===== src/beeb_mem_pkg.sv =====
package beeb_mem_pkg;

	// ================================================
	// memory sizes
	// ================================================

	// sideways rom slots, model b and master images together
	localparam int rom_slot_count = 14;
	localparam int rom_slot_bytes = 16384;
	// rom store is organised as 16-bit words
	localparam int rom_words = rom_slot_count * rom_slot_bytes / 2;
	// ram window behind address bit 18
	localparam int ram_bytes = 212992;

	// ================================================
	// address and data types
	// ================================================

	// core address: [18] ram, [17:14] bank, [13:0] offset
	typedef logic [18:0] cpu_addr_t;
	// bus byte address: [18] ram, else slot * 16k + offset
	typedef logic [18:0] phys_addr_t;
	typedef logic [3:0]  rom_slot_t;
	typedef logic [15:0] bus_data_t;
	typedef logic [7:0]  byte_t;
	typedef logic [1:0]  byte_sel_t;

	// byte seen by the core on an empty bank
	localparam byte_t bank_unmapped_data = 8'h00;

	// ================================================
	// wishbone classic
	// ================================================

	typedef struct packed {
		logic       cyc;
		logic       stb;
		logic       we;
		phys_addr_t adr;
		bus_data_t  dat;
		// bit 0 low lane, bit 1 high lane
		byte_sel_t  sel;
	} wb_req_t;

	typedef struct packed {
		logic      ack;
		bus_data_t dat;
	} wb_rsp_t;

	// fsm states
	typedef enum logic [1:0] {cpu_idle, cpu_bus, cpu_reply} cpu_port_state_t;
	typedef enum logic {ld_idle, ld_write} loader_state_t;

endpackage


===== src/beeb_bus_arbiter.sv =====
`timescale 1ns/1ns

module beeb_bus_arbiter (
	input  logic                  clk_sys,
	input  logic                  rst_n,
	input  beeb_mem_pkg::wb_req_t ld_req,
	input  beeb_mem_pkg::wb_req_t cpu_req,
	output beeb_mem_pkg::wb_rsp_t ld_rsp,
	output beeb_mem_pkg::wb_rsp_t cpu_rsp,
	output beeb_mem_pkg::wb_req_t mem_req,
	input  beeb_mem_pkg::wb_rsp_t mem_rsp
);

	// grant owner, both low when the bus is free
	logic gnt_ld;
	logic gnt_cpu;

	// ================================================
	// grant
	// ================================================

	always_ff @(posedge clk_sys or negedge rst_n) begin
		if (!rst_n) begin
			gnt_ld  <= 1'b0;
			gnt_cpu <= 1'b0;
		end else if (gnt_ld || gnt_cpu) begin
			// release on the owner's ack
			if (mem_rsp.ack) begin
				gnt_ld  <= 1'b0;
				gnt_cpu <= 1'b0;
			end
		end else if (ld_req.cyc) begin
			// loader wins over the core
			gnt_ld <= 1'b1;
		end else if (cpu_req.cyc) begin
			gnt_cpu <= 1'b1;
		end
	end

	// ================================================
	// steering
	// ================================================

	always_comb begin
		mem_req = '0;
		if (gnt_ld)
			mem_req = ld_req;
		else if (gnt_cpu)
			mem_req = cpu_req;
	end

	// the waiting master sees nothing
	assign ld_rsp  = gnt_ld ? mem_rsp : '0;
	assign cpu_rsp = gnt_cpu ? mem_rsp : '0;

endmodule


===== config.mk =====
export PLATFORM = sky130hd
export DESIGN_NAME = beeb_bus_arbiter
export DESIGN_NICKNAME = d
export VERILOG_FILES = /design/src/beeb_mem_pkg.sv /design/src/beeb_bus_arbiter.sv
export SDC_FILE = /design/constraint.sdc
export NUM_CORES = 1
export LEC_CHECK = 0
export BUFFER_PORTS_ARGS = -buffer_cell sky130_fd_sc_hd__buf_4
export CELL_PAD_IN_SITES_DETAIL_PLACEMENT = 0
export CELL_PAD_IN_SITES_GLOBAL_PLACEMENT = 2
export CORE_AREA = 2 2 90 92
export DETAILED_ROUTE_END_ITERATION = 7
export DIE_AREA = 0 0 92 94
export PLACE_DENSITY = 0.95
export SETUP_SLACK_MARGIN = 0.2
export SYNTH_ARGS = -nofsm -noshare
export SYNTH_HDL_FRONTEND = slang
export SYNTH_SLANG_ARGS = --single-unit

===== constraint.sdc =====
create_clock -name clk_sys -period 1.1 [get_ports clk_sys]
set_input_delay 0.055 -clock clk_sys [delete_from_list [all_inputs] [get_ports clk_sys]]
set_output_delay 0.055 -clock clk_sys [all_outputs]
set_load 0.03 [all_outputs]

# ---- After elaboration in Yosys (flattened, before gate mapping)
# Cells that the tools add are included.
dict set report word_totals {
  mem_count 0
  out_inout_bits 74
  mem_bits_rw 0
  elab_cells 19
  reg_bits 2
  romBits 0
  latchBits 0
}
dict set report op_classes {
  multipliers 0
  shift 0
  n_div 0
  n_bitwise 0
  eq_ne 2
  n_addsub 0
  mux 10
  magnitude_cmp 0
  reduce_logical 5
}
# cell count
set ops {}
lappend ops {{2-to-1 mux 40 bit} 2}
lappend ops {{2-to-1 mux 17 bit} 2}
lappend ops {{2-to-1 mux 1 bit} 6}
lappend ops {{nonzero test 2 bit} 2}
lappend ops {{AND reduction 3 bit} 1}
lappend ops {{!= test 2 x 1 -> 1 bit (second input constant)} 1}
lappend ops {{!= test 2 bit (second input constant)} 1}
lappend ops {{AND reduction 2 bit} 1}
lappend ops {{logical OR 1 bit} 1}

# ---- Logic depth before layout (Yosys ltp)
dict set report depth {
  ltp_word 3
  mapped_depth 5
}

# ---- Worst setup path before layout
# Ideal clock, no wire load.
dict set report synth_path {
  path_type {register to output}
  from {register gnt_ld}
  to {output port mem_req[35] (netlist name)}
  stages_incl_launch_ff 4
  slack_ps -300
  required_ps 1045
  arrival_time_ps 1345
  cell_sequence {dfrtp_1 > buf_6 > buf_2 > o21ai_0}
}
# item line_no
set synth_rtl {}
lappend synth_rtl {{start: declaration} beeb_bus_arbiter.sv:15} ;# logic gnt_ld;
lappend synth_rtl {{start signal: assignment} beeb_bus_arbiter.sv:24} ;# gnt_ld <= 1'b0;
lappend synth_rtl {{start signal: assignment} beeb_bus_arbiter.sv:29} ;# gnt_ld <= 1'b0;
lappend synth_rtl {{start signal: assignment} beeb_bus_arbiter.sv:34} ;# gnt_ld <= 1'b1;
lappend synth_rtl {{end: declaration} beeb_bus_arbiter.sv:10} ;# output beeb_mem_pkg::wb_req_t mem_req,

==> run metrics <==
Crit path arrival time 1.36 ns; Initial Util 9.84%; Worst Path Buf+Inv 3; part of the power in the clock network 6.9%; Fill cells 731; post-synth net total 198; CTS tree yes; reg-to-reg slack, setup -0.01 ns; Critical Path End mem_req[38]; die area 8650 um2; clock latency at the later pin of the worst-skew pair 0.22 ns; post-synth top area share 45.7%; global-route wire length before repair 8380 um; initial antenna violation count 0; slowest CP cell dfrtp_1; failing checks negative setup slack; Nets 380; cell taking the most area after synthesis a22o_1; Core Area 7610 um2; via count 1,548; register share of total power 2.4%; Hold Slack 0.113 ns; final setup margin -0.316 ns; share of layout cells above drive strength 1 96.1%; half-perimeter wire length after placement 4010 um; Max Clk Rate 706 MHz; clock slew at reported path FFs 0.03 ns; Max stage delay on crit path 0.38 ns; synthesized flop and latch total 2; Area growth syn-to-layout 314%; H-tree depth 1; gr ovfl total 0; worst hold path type in2reg; worst flop-to-flop path endpoint gnt_cpu$_DFFE_PN0P_; Yosys cell types 12; CTS sink count 2; chip height 94 um; DR pass1 iterations 4; CP Capture Type primary output; GRT Util Overall 12.1%; count of buffers from port buffering 172; commonest cells after routing, fill and taps aside buf_4 (115), buf_6 (60), a22o_4 (32); peak supply drop 0.554 mV; root buffer cell clkbuf_8; placed cell area 2450 um2; Tightest Pin Transition 0.135 ns; LEAKAGE 1.60 nW; DIE WIDTH 92 um; commonest non-fill, non-tap cell in the layout buf_4; # rows 32; final setup fails 75; switching portion of total power 44.3%; drt wl/cell 14.8 um; yosys warns 0; status finished, violations left; CP max FO 11; sequential area share after synthesis 6.69%; worst r2r src gnt_ld$_DFFE_PN0P_; RSZ-0062 raised after global routing yes; Multi-input gate area 987 um2; Post-Synthesis Cells 99; PD cells 1480 nW/um2; Routed Antenna Nets 0; vias in the first global route 1,666; cell family contributing the most delay on the critical path buffers and inverters; Comb power frac 90.7%; CTS Buf Count 3; Syn Std Cell Area 748 um2; worst path required time 1.04 ns; Tcrit/Tclk final 129%; number of remaining DRC errors 0; GP Congestion 0.818; Slew Limit Headroom 91.0%; Int Pwr 0.00256 W; total negative slack -17.49 ns; Syn Area/Cell 7.56 um2; r2r worst-path depth 4; CP Cell Sequence nor2b_4, buf_6, buf_12, a22o_2, buf_6; pin count of the biggest net entering global routing 22; register area 51.3 um2; Crit Path Class reg2out; Final Instance Area 3100 um2; Iteration-0 DRC Markers 24; final critical-path required period 1.42 ns; Max-Cap Viols 0; final core utilization 40.7%; WP depth 5; clock skew 0.00616 ns; Ant. Diodes 0; I/O pin count 173; NetSw 0.00203 W; clk buf depth 2; Vias per Instance 4.05; Pwr Total 0.00459 W; DRT Wirelength 5660 um; CP most frequent cell buf_6; final hold vios 0; Critical Path Source Type flop; crit path from gnt_cpu$_DFFE_PN0P_; Final Max Tran Viols 0; ranking of synthesized cells by area a22o_1 (46%), and2_1 (28%), dfrtp_1 (6.7%)
==> what timing repair did <==
| item | 4_1_cts | 5_1_grt |
|---|---|---|
| gates resized for setup | 72 | 19 |
| hold buffers | 1 | 0 |
| buffers inserted | 4 | 0 |
| gates cloned | 6 | 2 |
| pin swaps | 6 | 1 |
| hold endpoints to repair | 2 | 0 |
| setup endpoints to repair | 76 | 76 |
==> how the worst min path moves through the flow <==
stage                           start  slack [ns]  depth (start not counted)                  end
after global placement          rst_n       -0.16                          1  gnt_cpu$_DFFE_PN0P_
after detailed placement        rst_n       -0.16                          1  gnt_cpu$_DFFE_PN0P_
after floorplan                 rst_n       -0.24                          0  gnt_cpu$_DFFE_PN0P_
after global routing       ld_req[39]        0.11                          2   gnt_ld$_DFFE_PN0P_
final                      ld_req[39]        0.11                          2   gnt_ld$_DFFE_PN0P_
after CTS                 cpu_req[39]        0.12                          2  gnt_cpu$_DFFE_PN0P_
==> cells in the mapped netlist (all sizes together) <==
cell type  count
buf            8
a32o           1
and2          34
nor2           1
inv            2
nand2          4
clkbuf         5
o21ai          2
dfrtp          2
nor2b          1
a22o          39
==> registers in the layout, indices dropped and copies added (netlist names) <==
signal,count
gnt_cpu,1
gnt_ld,1
==> layer usage <==
| metal | global-route usage [%] | vias to the layer above | share of wire, % |
|---|---|---|---|
| li1 | - | 730 | - |
| met1 | 11.7 | 694 | 32 |
| met2 | 25.4 | 122 | 55 |
| met3 | 3.69 | 2 | 12 |
| met4 | 1.87 | 0 | 0.44 |
| met5 | 0 | - | 0 |
==> stage by stage <==
stage          cells  setup slack (ns)
2_1_floorplan     99            0.0158
3_3_place_gp     365           -0.0914
3_5_place_dp     365            -0.123
4_1_cts          380            -0.305
5_1_grt          382            -0.367
6_report         382            -0.316
==> power by group through the flow <==
stage / combinational (W) / clock [W] / sequential, W
global placement: 0.00313 / 0 / 0.000117
floorplan: 0.00204 / 0 / 0.0000987
detailed placement: 0.00316 / 0 / 0.000120
global route: 0.00435 / 0.000346 / 0.000114
CTS: 0.00396 / 0.000319 / 0.000110
finish: 0.00416 / 0.000315 / 0.000111
==> cell type report <==
| type | count | share of cell area [%] |
|---|---|---|
| inverter | 2 | 0.242 |
| tap | 102 | 4.12 |
| multi-input combinational | 82 | 31.9 |
| clock buffer | 4 | 1.45 |
| sequential | 2 | 1.66 |
| timing repair buffer | 190 | 60.7 |
==> cells by family after synthesis <==
logic type | count (synthesis) | share of synthesized area, %
buffers and inverters | 15 | 12.2
AND/OR/NAND/NOR | 40 | 32.8
flip-flops | 2 | 6.69
AO/OA/AOI/OAI | 42 | 48.3
(Power assumes the default switching activity.)
