## src/beeb_mem_pkg.sv

```systemverilog
package beeb_mem_pkg;

	// ================================================
	// memory sizes
	// ================================================

	// sideways rom slots, model b and master images together
	localparam int rom_slot_count = 14;
	localparam int rom_slot_bytes = 16384;
	// rom store is organised as 16-bit words
	localparam int rom_words = rom_slot_count * rom_slot_bytes / 2;
	// ram window behind address bit 18
	localparam int ram_bytes = 212992;

	// ================================================
	// address and data types
	// ================================================

	// core address: [18] ram, [17:14] bank, [13:0] offset
	typedef logic [18:0] cpu_addr_t;
	// bus byte address: [18] ram, else slot * 16k + offset
	typedef logic [18:0] phys_addr_t;
	typedef logic [3:0]  rom_slot_t;
	typedef logic [15:0] bus_data_t;
	typedef logic [7:0]  byte_t;
	typedef logic [1:0]  byte_sel_t;

	// byte seen by the core on an empty bank
	localparam byte_t bank_unmapped_data = 8'h00;

	// ================================================
	// wishbone classic
	// ================================================

	typedef struct packed {
		logic       cyc;
		logic       stb;
		logic       we;
		phys_addr_t adr;
		bus_data_t  dat;
		// bit 0 low lane, bit 1 high lane
		byte_sel_t  sel;
	} wb_req_t;

	typedef struct packed {
		logic      ack;
		bus_data_t dat;
	} wb_rsp_t;

	// fsm states
	typedef enum logic [1:0] {cpu_idle, cpu_bus, cpu_reply} cpu_port_state_t;
	typedef enum logic {ld_idle, ld_write} loader_state_t;

endpackage

```

## src/beeb_cpu_port.sv

```systemverilog
`timescale 1ns/1ns

module beeb_cpu_port (
	input  logic                    clk_sys,
	input  logic                    rst_n,
	input  logic                    model_latch,
	input  logic                    model_m128,
	input  logic                    cpu_req,
	input  logic                    cpu_we,
	input  beeb_mem_pkg::cpu_addr_t cpu_addr,
	input  beeb_mem_pkg::byte_t     cpu_wdata,
	output logic                    cpu_ack,
	output beeb_mem_pkg::byte_t     cpu_rdata,
	output beeb_mem_pkg::wb_req_t   wb_req,
	input  beeb_mem_pkg::wb_rsp_t   wb_rsp
);
	import beeb_mem_pkg::*;

	cpu_port_state_t state;
	logic            model_q;
	rom_slot_t       slot;
	logic            mapped;
	logic            start;
	logic            answer_local;
	phys_addr_t      phys_addr;
	phys_addr_t      adr_q;
	logic            we_q;
	bus_data_t       dat_q;
	byte_sel_t       sel_q;
	byte_t           rdata_q;
	byte_t           bus_byte;

	beeb_rom_map u_rom_map (
		.model_m128 (model_q),
		.bank       (cpu_addr[17:14]),
		.slot       (slot),
		.mapped     (mapped)
	);

	// new request, ignoring the cycle where the core still sees our ack
	assign start = cpu_req & ~cpu_ack;
	// empty rom banks and rom writes never reach the bus
	assign answer_local = ~cpu_addr[18] & (cpu_we | ~mapped);
	assign phys_addr = cpu_addr[18] ? phys_addr_t'(cpu_addr) : {1'b0, slot, cpu_addr[13:0]};

	// ram and odd rom bytes sit in the low lane
	assign bus_byte = (adr_q[18] | adr_q[0]) ? wb_rsp.dat[7:0] : wb_rsp.dat[15:8];

	always_ff @(posedge clk_sys or negedge rst_n) begin
		if (!rst_n) begin
			state   <= cpu_idle;
			cpu_ack <= 1'b0;
			model_q <= 1'b0;
		end else begin
			cpu_ack <= 1'b0;
			// model only moves on the core's reset request
			if (model_latch)
				model_q <= model_m128;
			case (state)
				cpu_idle:
					if (start)
						state <= answer_local ? cpu_reply : cpu_bus;
				cpu_bus:
					if (wb_rsp.ack)
						state <= cpu_reply;
				default: begin
					// one cycle ack pulse back to the core
					cpu_ack <= 1'b1;
					state   <= cpu_idle;
				end
			endcase
		end
	end

	// request fields and read byte
	always_ff @(posedge clk_sys) begin
		if (state == cpu_idle && start) begin
			adr_q   <= phys_addr;
			we_q    <= cpu_we;
			dat_q   <= {8'h00, cpu_wdata};
			sel_q   <= cpu_addr[18] ? 2'b01 : 2'b11;
			rdata_q <= bank_unmapped_data;
		end
		if (state == cpu_bus && wb_rsp.ack)
			rdata_q <= bus_byte;
	end

	assign cpu_rdata = rdata_q;
	assign wb_req = '{cyc: state == cpu_bus, stb: state == cpu_bus, we: we_q,
		adr: adr_q, dat: dat_q, sel: sel_q};

endmodule

```

## src/beeb_rom_map.sv

```systemverilog
`timescale 1ns/1ns

module beeb_rom_map (
	input  logic                   model_m128,
	input  beeb_mem_pkg::rom_slot_t bank,
	output beeb_mem_pkg::rom_slot_t slot,
	output logic                   mapped
);

	// sideways bank to physical slot
	// slots 0..3 hold the model b images, 4..13 the master ones
	always_comb begin
		slot   = 4'd0;
		mapped = 1'b1;
		case ({model_m128, bank})
			// model b: os, filing system, ram master, basic
			5'b0_0100: slot = 4'd0;
			5'b0_1000: slot = 4'd1;
			5'b0_1110: slot = 4'd2;
			5'b0_1111: slot = 4'd3;
			// master: adfs, mmfs, mos
			5'b1_0010: slot = 4'd4;
			5'b1_0011: slot = 4'd5;
			5'b1_0100: slot = 4'd6;
			// dfs, viewsheet, edit
			5'b1_1001: slot = 4'd7;
			5'b1_1010: slot = 4'd8;
			5'b1_1011: slot = 4'd9;
			// basic 4, adfs, view, terminal
			5'b1_1100: slot = 4'd10;
			5'b1_1101: slot = 4'd11;
			5'b1_1110: slot = 4'd12;
			5'b1_1111: slot = 4'd13;
			default: begin
				// empty bank, reads come back as zero
				slot   = 4'd0;
				mapped = 1'b0;
			end
		endcase
	end

endmodule

```

## config.mk

```make
export PLATFORM = sky130hd
export DESIGN_NAME = beeb_cpu_port
export DESIGN_NICKNAME = d
export VERILOG_FILES = /design/src/beeb_mem_pkg.sv /design/src/beeb_cpu_port.sv /design/src/beeb_rom_map.sv
export SDC_FILE = /design/constraint.sdc
export NUM_CORES = 1
export LEC_CHECK = 0
export BUFFER_PORTS_ARGS = -buffer_cell sky130_fd_sc_hd__buf_4
export CAP_MARGIN = 15
export CORE_MARGIN = 2
export CORE_UTILIZATION = 43
export DETAILED_ROUTE_END_ITERATION = 10
export PLACE_DENSITY = 0.79
export SLEW_MARGIN = 10
export SYNTH_ARGS = -nofsm -noshare
export SYNTH_HDL_FRONTEND = slang
export SYNTH_SLANG_ARGS = --single-unit
```

## constraint.sdc

```tcl
create_clock -name clk_sys -period 3.7 [get_ports clk_sys]
set_input_delay 0.185 -clock clk_sys [delete_from_list [all_inputs] [get_ports clk_sys]]
set_output_delay 0.185 -clock clk_sys [all_outputs]
set_load 0.005 [all_outputs]
```

# Yosys cells after proc, flatten, opt, wreduce, memory -nomap -nowiden

Index checks and enable logic that the tools add are counted.
Widths: inputs -> output; s select.

Eq/ne operators: 17
Muxes and demuxes: 12
Bitwise operators: 7
Reduce and logical (&&, ||, !) cells: 7

Operator list:

| operator           | number |
|---|---|
| $pmux 4 s13        | 1 |
| $eq 5x5->1 const B | 10 |
| $mux 8             | 3 |
| $mux 19            | 1 |
| $eq 5x4->1 const B | 3 |
| $reduce_or 14->1   | 1 |
| $mux 2             | 4 |
| $eq 5x3->1 const B | 1 |
| $pmux 2 s2         | 1 |
| $not 1->1          | 3 |
| $and 1x1->1        | 2 |
| $eq 2x1->1 const B | 1 |
| $logic_and 1x1->1  | 2 |
| $logic_not 2->1    | 1 |
| $mux 1             | 2 |
| $ne 2x1->1 const B | 1 |
| $ne 2x2->1 const B | 1 |
| $or 1x1->1         | 2 |
| $reduce_and 2->1   | 1 |
| $reduce_bool 2->1  | 1 |
| $reduce_or 2->1    | 1 |

Register bits after elaboration: 42
Bits of input ports: 50
Output and inout bits: 49
Word-level logic and storage cells: 51

# Longest topological paths before layout

Depth after elaboration: 9
Mapped depth: 5
Depth with buffers taken out: 4

# Hierarchy

Synthesis repeated with hierarchy kept, for this count alone.

Cell total of the unflattened synthesis: 118
Area total of the unflattened synthesis: 1,694.1 um^2

Modules (own cells, without submodules):

| module        | instances | cells an instance | area an instance (um^2) | sequential area each (um^2) |
|---|---|---|---|---|
| beeb_cpu_port | 1         | 96                | 1,552.7                 | 1,211.2 |
| beeb_rom_map  | 1         | 22                | 141.4                   | 0.0 |

# Least setup slack after synthesis

No wires, ideal clock.

Kind: reg2reg
From: reg state[0]
To: reg adr_q[0], enable pin
Setup time: 437 ps
Arrival time: 2,225 ps
Required time: 3,263 ps
Setup slack: 1,038 ps
Stages on the path, launching flop included: 2
Buffers on the path: 0
Clock period less this slack: 2,662 ps
Path through: dfrtp_1 > nor4b_2

Cells in the longest elaborated chain, start to end: 2

Ends and longest elaborated chain:

| element                  | line                | source |
|---|---|---|
| start: declaration       | beeb_cpu_port.sv:19 | `cpu_port_state_t state;` |
| start signal: assignment | beeb_cpu_port.sv:51 | `state <= cpu_idle;` |
| start signal: assignment | beeb_cpu_port.sv:62 | `state <= answer_local ? cpu_reply : cpu_bus;` |
| start signal: assignment | beeb_cpu_port.sv:65 | `state <= cpu_reply;` |
| $logic_not 2->1          | beeb_cpu_port.sv:77 | `if (state == cpu_idle && start) begin` |
| $logic_and 1x1->1        | beeb_cpu_port.sv:77 |  |
| end signal: assignment   | beeb_cpu_port.sv:78 | `adr_q <= phys_addr;` |
| end: declaration         | beeb_cpu_port.sv:26 | `phys_addr_t adr_q;` |

Every way passes these cells.
A chain may end at the register's enable or synchronous reset.

# Final worst setup path

From: reg state[0]
To: reg rdata_q[7] (netlist: cpu_rdata[7]), enable pin

Cells in the longest elaborated chain, start to end: 3
Elaborated cells on any way between the ends: 5
Classes of those cells: eq/ne: 1; reduce/logical: 4

Ends and longest elaborated chain:

| element                                       | line                                     | source |
|---|---|---|
| $eq 2x1->1 or $logic_not 2->1 (tied branches) | beeb_cpu_port.sv:84, beeb_cpu_port.sv:77 |  |
| $logic_and 1x1->1, on equally long branches   | beeb_cpu_port.sv:84, beeb_cpu_port.sv:77 |  |
| $reduce_bool 2->1 (no source line) *          | n/a                                      |  |
| end signal: assignment                        | beeb_cpu_port.sv:82                      | `rdata_q <= bank_unmapped_data;` |
| end signal: assignment                        | beeb_cpu_port.sv:85                      | `rdata_q <= bus_byte;` |
| end: declaration                              | beeb_cpu_port.sv:30                      | `byte_t rdata_q;` |

Mark *: on every way between the ends. The rest lies on a longest branch, timed or not.

==> load_flow_metrics.sql <==
INSERT INTO impl_metrics (metric_group, metric, value, unit) VALUES
('outcome', 'status', 'finished, final reports clean', ''),
('floorplanning', 'die_width', '67.5', 'um'),
('floorplanning', 'floorplan.initialDensity', '0.440', ''),
('global_route', 'largest_net_degree_at_the_start_of_global_routing', '27', ''),
('placed_design', 'gp_congestion', '0.775', ''),
('yosys', 'synth.largest_area_cell', 'sky130_fd_sc_hd__edfxtp_1', ''),
('power_and_ir_drop', 'power.net_switching', '0.408', 'mW'),
('setup_path', 'critical_path_cell_list', 'nor3b_1 > a21oi_1 > nor2_1', ''),
('sta', 'report.final.hold_viol_count', '0', ''),
('routing', 'post_route_ant_nets', '0', ''),
('setup_path', 'worstPathRequired', '3.62', 'ns'),
('cts', 'cts_tree', 'built', ''),
('yosys', 'synth.top_cells.by_area', 'sky130_fd_sc_hd__edfxtp_1, sky130_fd_sc_hd__dfrtp_1, sky130_fd_sc_hd__buf_4, sky130_fd_sc_hd__a21oi_1, sky130_fd_sc_hd__o21ai_0', ''),
('setup_path', 'worst-setup-path-type', 'reg -> reg', ''),
('power_and_ir_drop', 'power-per-cell-area', '607', 'mW/mm^2'),
('sta', 'slew_headroom', '0.526', ''),
('yosys', 'netlist_area', '0.00173', 'mm^2'),
('sta', 'finClkSkew', '0.00304', 'ns'),
('setup_path', 'crit_slowest_cell', 'sky130_fd_sc_hd__nor2_1', ''),
('global_route', 'number_of_antenna_violations_at_the_first_check_in_global_routing', '0', ''),
('sta', 'report.final.setup_viol', '0', ''),
('routing', 'drc', '0', ''),
('floorplanning', 'chipHeight', '67.5', 'um'),
('sta', 'timing.setup.tns', '0', 'ns'),
('yosys', 'synthMostInstantiatedCell', 'sky130_fd_sc_hd__edfxtp_1', ''),
('routing', 'wirelength', '3670', 'um'),
('sta', 'worst_pin_slew', '0.708', 'ns'),
('yosys', 'synth_top_cells_by_count', 'sky130_fd_sc_hd__edfxtp_1, sky130_fd_sc_hd__buf_4, sky130_fd_sc_hd__nand2_1', ''),
('cts', 'total_number_of_h_tree_levels', '2', ''),
('placed_design', 'port_buffers', '89', ''),
('cts', 'clock_sink_count', '41', ''),
('sta', 'post_route_clock_period_utilization', '0.444', ''),
('routing', 'drtPass1Iterations', '4', ''),
('sta', 'hold_ws', '0.0635', 'ns'),
('power_and_ir_drop', 'internal-power', '1.11', 'mW'),
('power_and_ir_drop', 'ir_worst_vdd', '416', 'uV'),
('cells_and_area', 'antenna-diode-count', '0', ''),
('power_and_ir_drop', 'clock_power_share', '0.220', ''),
('routing', 'wl_per_cell', '13.8', 'um'),
('yosys', 'netlist_instances', '126', ''),
('yosys', 'dominantRegCellSynth', 'sky130_fd_sc_hd__edfxtp_1', ''),
('yosys', 'share_of_the_synthesized_area_in_the_top_cell_type', '0.641', ''),
('floorplanning', 'floorplan.io_pins', '99', ''),
('floorplanning', 'rows', '23', ''),
('setup_path', 'capturing_element_type_of_the_critical_path', 'flip-flop', ''),
('cts', 'clock_tree.buffer_depth', '2', ''),
('yosys', 'yosysWarnings', '0', ''),
('cts', 'clkTransAtPathRegs', '0.07', 'ns'),
('sta', 'fmax', '0.609', 'GHz'),
('cells_and_area', 'fin_nets', '265', ''),
('cts', 'cts-buffers-inserted', '5', ''),
('routing', 'number_of_violations_reported_at_the_end_of_detailed_routing_iteration_0', '137', ''),
('yosys', 'synth_enable_flop_cells', '37', ''),
('power_and_ir_drop', 'seqPwrFrac', '0.496', ''),
('power_and_ir_drop', 'power.leakage', '1.07', 'nW'),
('setup_path', 'cp.buffers_inverters', '0', ''),
('routing', 'vias_after_detailed_routing', '1264', ''),
('floorplanning', 'core_area', '0.00394', 'mm^2'),
('global_route', 'grt_pass1_vias', '1137', ''),
('sta', 'grt_setup_unrepaired', 'false', ''),
('cts', 'clk_root_buffer_cell', 'sky130_fd_sc_hd__clkbuf_8', ''),
('placed_design', 'place.detailed.hpwl', '2890', 'um'),
('setup_path', 'setup.worst_path.start_class', 'flip-flop', ''),
('setup_path', 'critPathMaxFanout', '9', ''),
('yosys', 'synth_seq_cells', '41', ''),
('global_route', 'grt_pass1_wl', '5350', 'um'),
('setup_path', 'cpLargestDelayFamily', 'simple AND/OR/NAND/NOR gates', ''),
('power_and_ir_drop', 'netSwitchingFraction', '0.269', ''),
('setup_path', 'worstPathArrival', '1.56', 'ns'),
('yosys', 'post_synth_num_cell_types', '30', ''),
('sta', 'drv_slew', '0', '');
placed cells by master, fill, tap and decap left out, types with 4 or more instances in the layout:
cell type,n
sky130_fd_sc_hd__buf_4,90
sky130_fd_sc_hd__edfxtp_1,37
sky130_fd_sc_hd__nand2_1,12
sky130_fd_sc_hd__o21ai_0,10
sky130_fd_sc_hd__a21oi_1,10
sky130_fd_sc_hd__conb_1,9
sky130_fd_sc_hd__clkbuf_8,5
sky130_fd_sc_hd__o21ai_1,4
sky130_fd_sc_hd__dfrtp_1,4
final timing paths:
kind | start | to | slack (ns) | depth (start not counted)
setup / recovery | state[0]$_DFFE_PN0P_ | cpu_rdata[7]$_SDFFCE_PN0P_ | 2.06 | 3
hold / removal | model_latch | model_q$_DFFE_PN0P_ | 0.06 | 2
hold reg to reg | state[1]$_DFFE_PN0P_ | cpu_ack$_DFF_PN0_ | 0.48 | 0
max in group asynchronous | rst_n | model_q$_DFFE_PN0P_ | 3.38 | 2
min in group asynchronous | rst_n | cpu_ack$_DFF_PN0_ | 0.22 | 2
setup reg to reg | state[0]$_DFFE_PN0P_ | cpu_rdata[7]$_SDFFCE_PN0P_ | 2.06 | 3
cell type report:
| cell class | instances | area (um^2) | share of cell area |
|---|---|---|---|
| timing repair buffer | 91 | 686 | 0.275 |
| tap | 50 | 62.6 | 0.0251 |
| sequential | 41 | 1210 | 0.485 |
| inverter | 3 | 11.3 | 0.00451 |
| clock buffer | 5 | 68.8 | 0.0276 |
| multi-input combinational | 73 | 422 | 0.169 |
| clock inverter | 2 | 35.0 | 0.0140 |
power groups by stage:
stage | Sequential [mW] | Combinational (mW) | Clock (mW)
floorplan | 0.767 | 0.159 | 0
global placement | 0.756 | 0.428 | 0
detailed placement | 0.764 | 0.439 | 0
CTS | 0.754 | 0.440 | 0.345
global route | 0.767 | 0.474 | 0.366
finish | 0.752 | 0.431 | 0.334
timing repair:
item                      4_1_cts  5_1_grt
hold buffers                    1        0
setup buffers                   0        0
hold endpoints to repair        4        0
per-layer routing:
| layer | vias to the layer above | global-route usage | wire length, um |
|---|---|---|---|
| met1 | 563 | 0.175 | 1390 |
| li1 | 623 | - | - |
| met2 | 69 | 0.279 | 1760 |
| met5 | - | 0 | 0 |
| met3 | 9 | 0.0733 | 416 |
| met4 | 0 | 0.0791 | 98 |
worst reg2reg max path, stage by stage (launching register included):
cell and delay, ns:
sky130_fd_sc_hd__dfrtp_1 0.45, sky130_fd_sc_hd__nor3b_1 0.22, sky130_fd_sc_hd__a21oi_1 0.06, sky130_fd_sc_hd__nor2_1 0.55
state kept, by name, summed over array words and instances (netlist names):
register   cells
adr_q         19
cpu_rdata      8
dat_q          8
state          2
cpu_ack        1
model_q        1
sel_q          1
we_q           1
cell families (layout without fill, tap and decap cells):
logic type | after synthesis | in the layout | share of synthesized area
AO/OA/AOI/OAI | 35 | 35 | 0.124
other | 2 | 9 | 0.00433
AND/OR/NAND/NOR | 27 | 27 | 0.0823
buffers and inverters | 19 | 101 | 0.0780
flip-flops | 41 | 41 | 0.699
multiplexers | 2 | 2 | 0.0123
metrics by stage:
stage          utilization  cells  setup slack, ns  area [um^2]  power (mW)
6_report             0.633    265             2.06         2500        1.52
3_3_place_gp         0.604    257             2.10         2380        1.18
5_1_grt              0.633    265             1.91         2500        1.61
2_1_floorplan            -    133             1.04         1760       0.926
4_1_cts              0.633    265             2.03         2500        1.54
3_5_place_dp         0.604    257             2.04         2380        1.20
(Power assumes the default switching activity.)
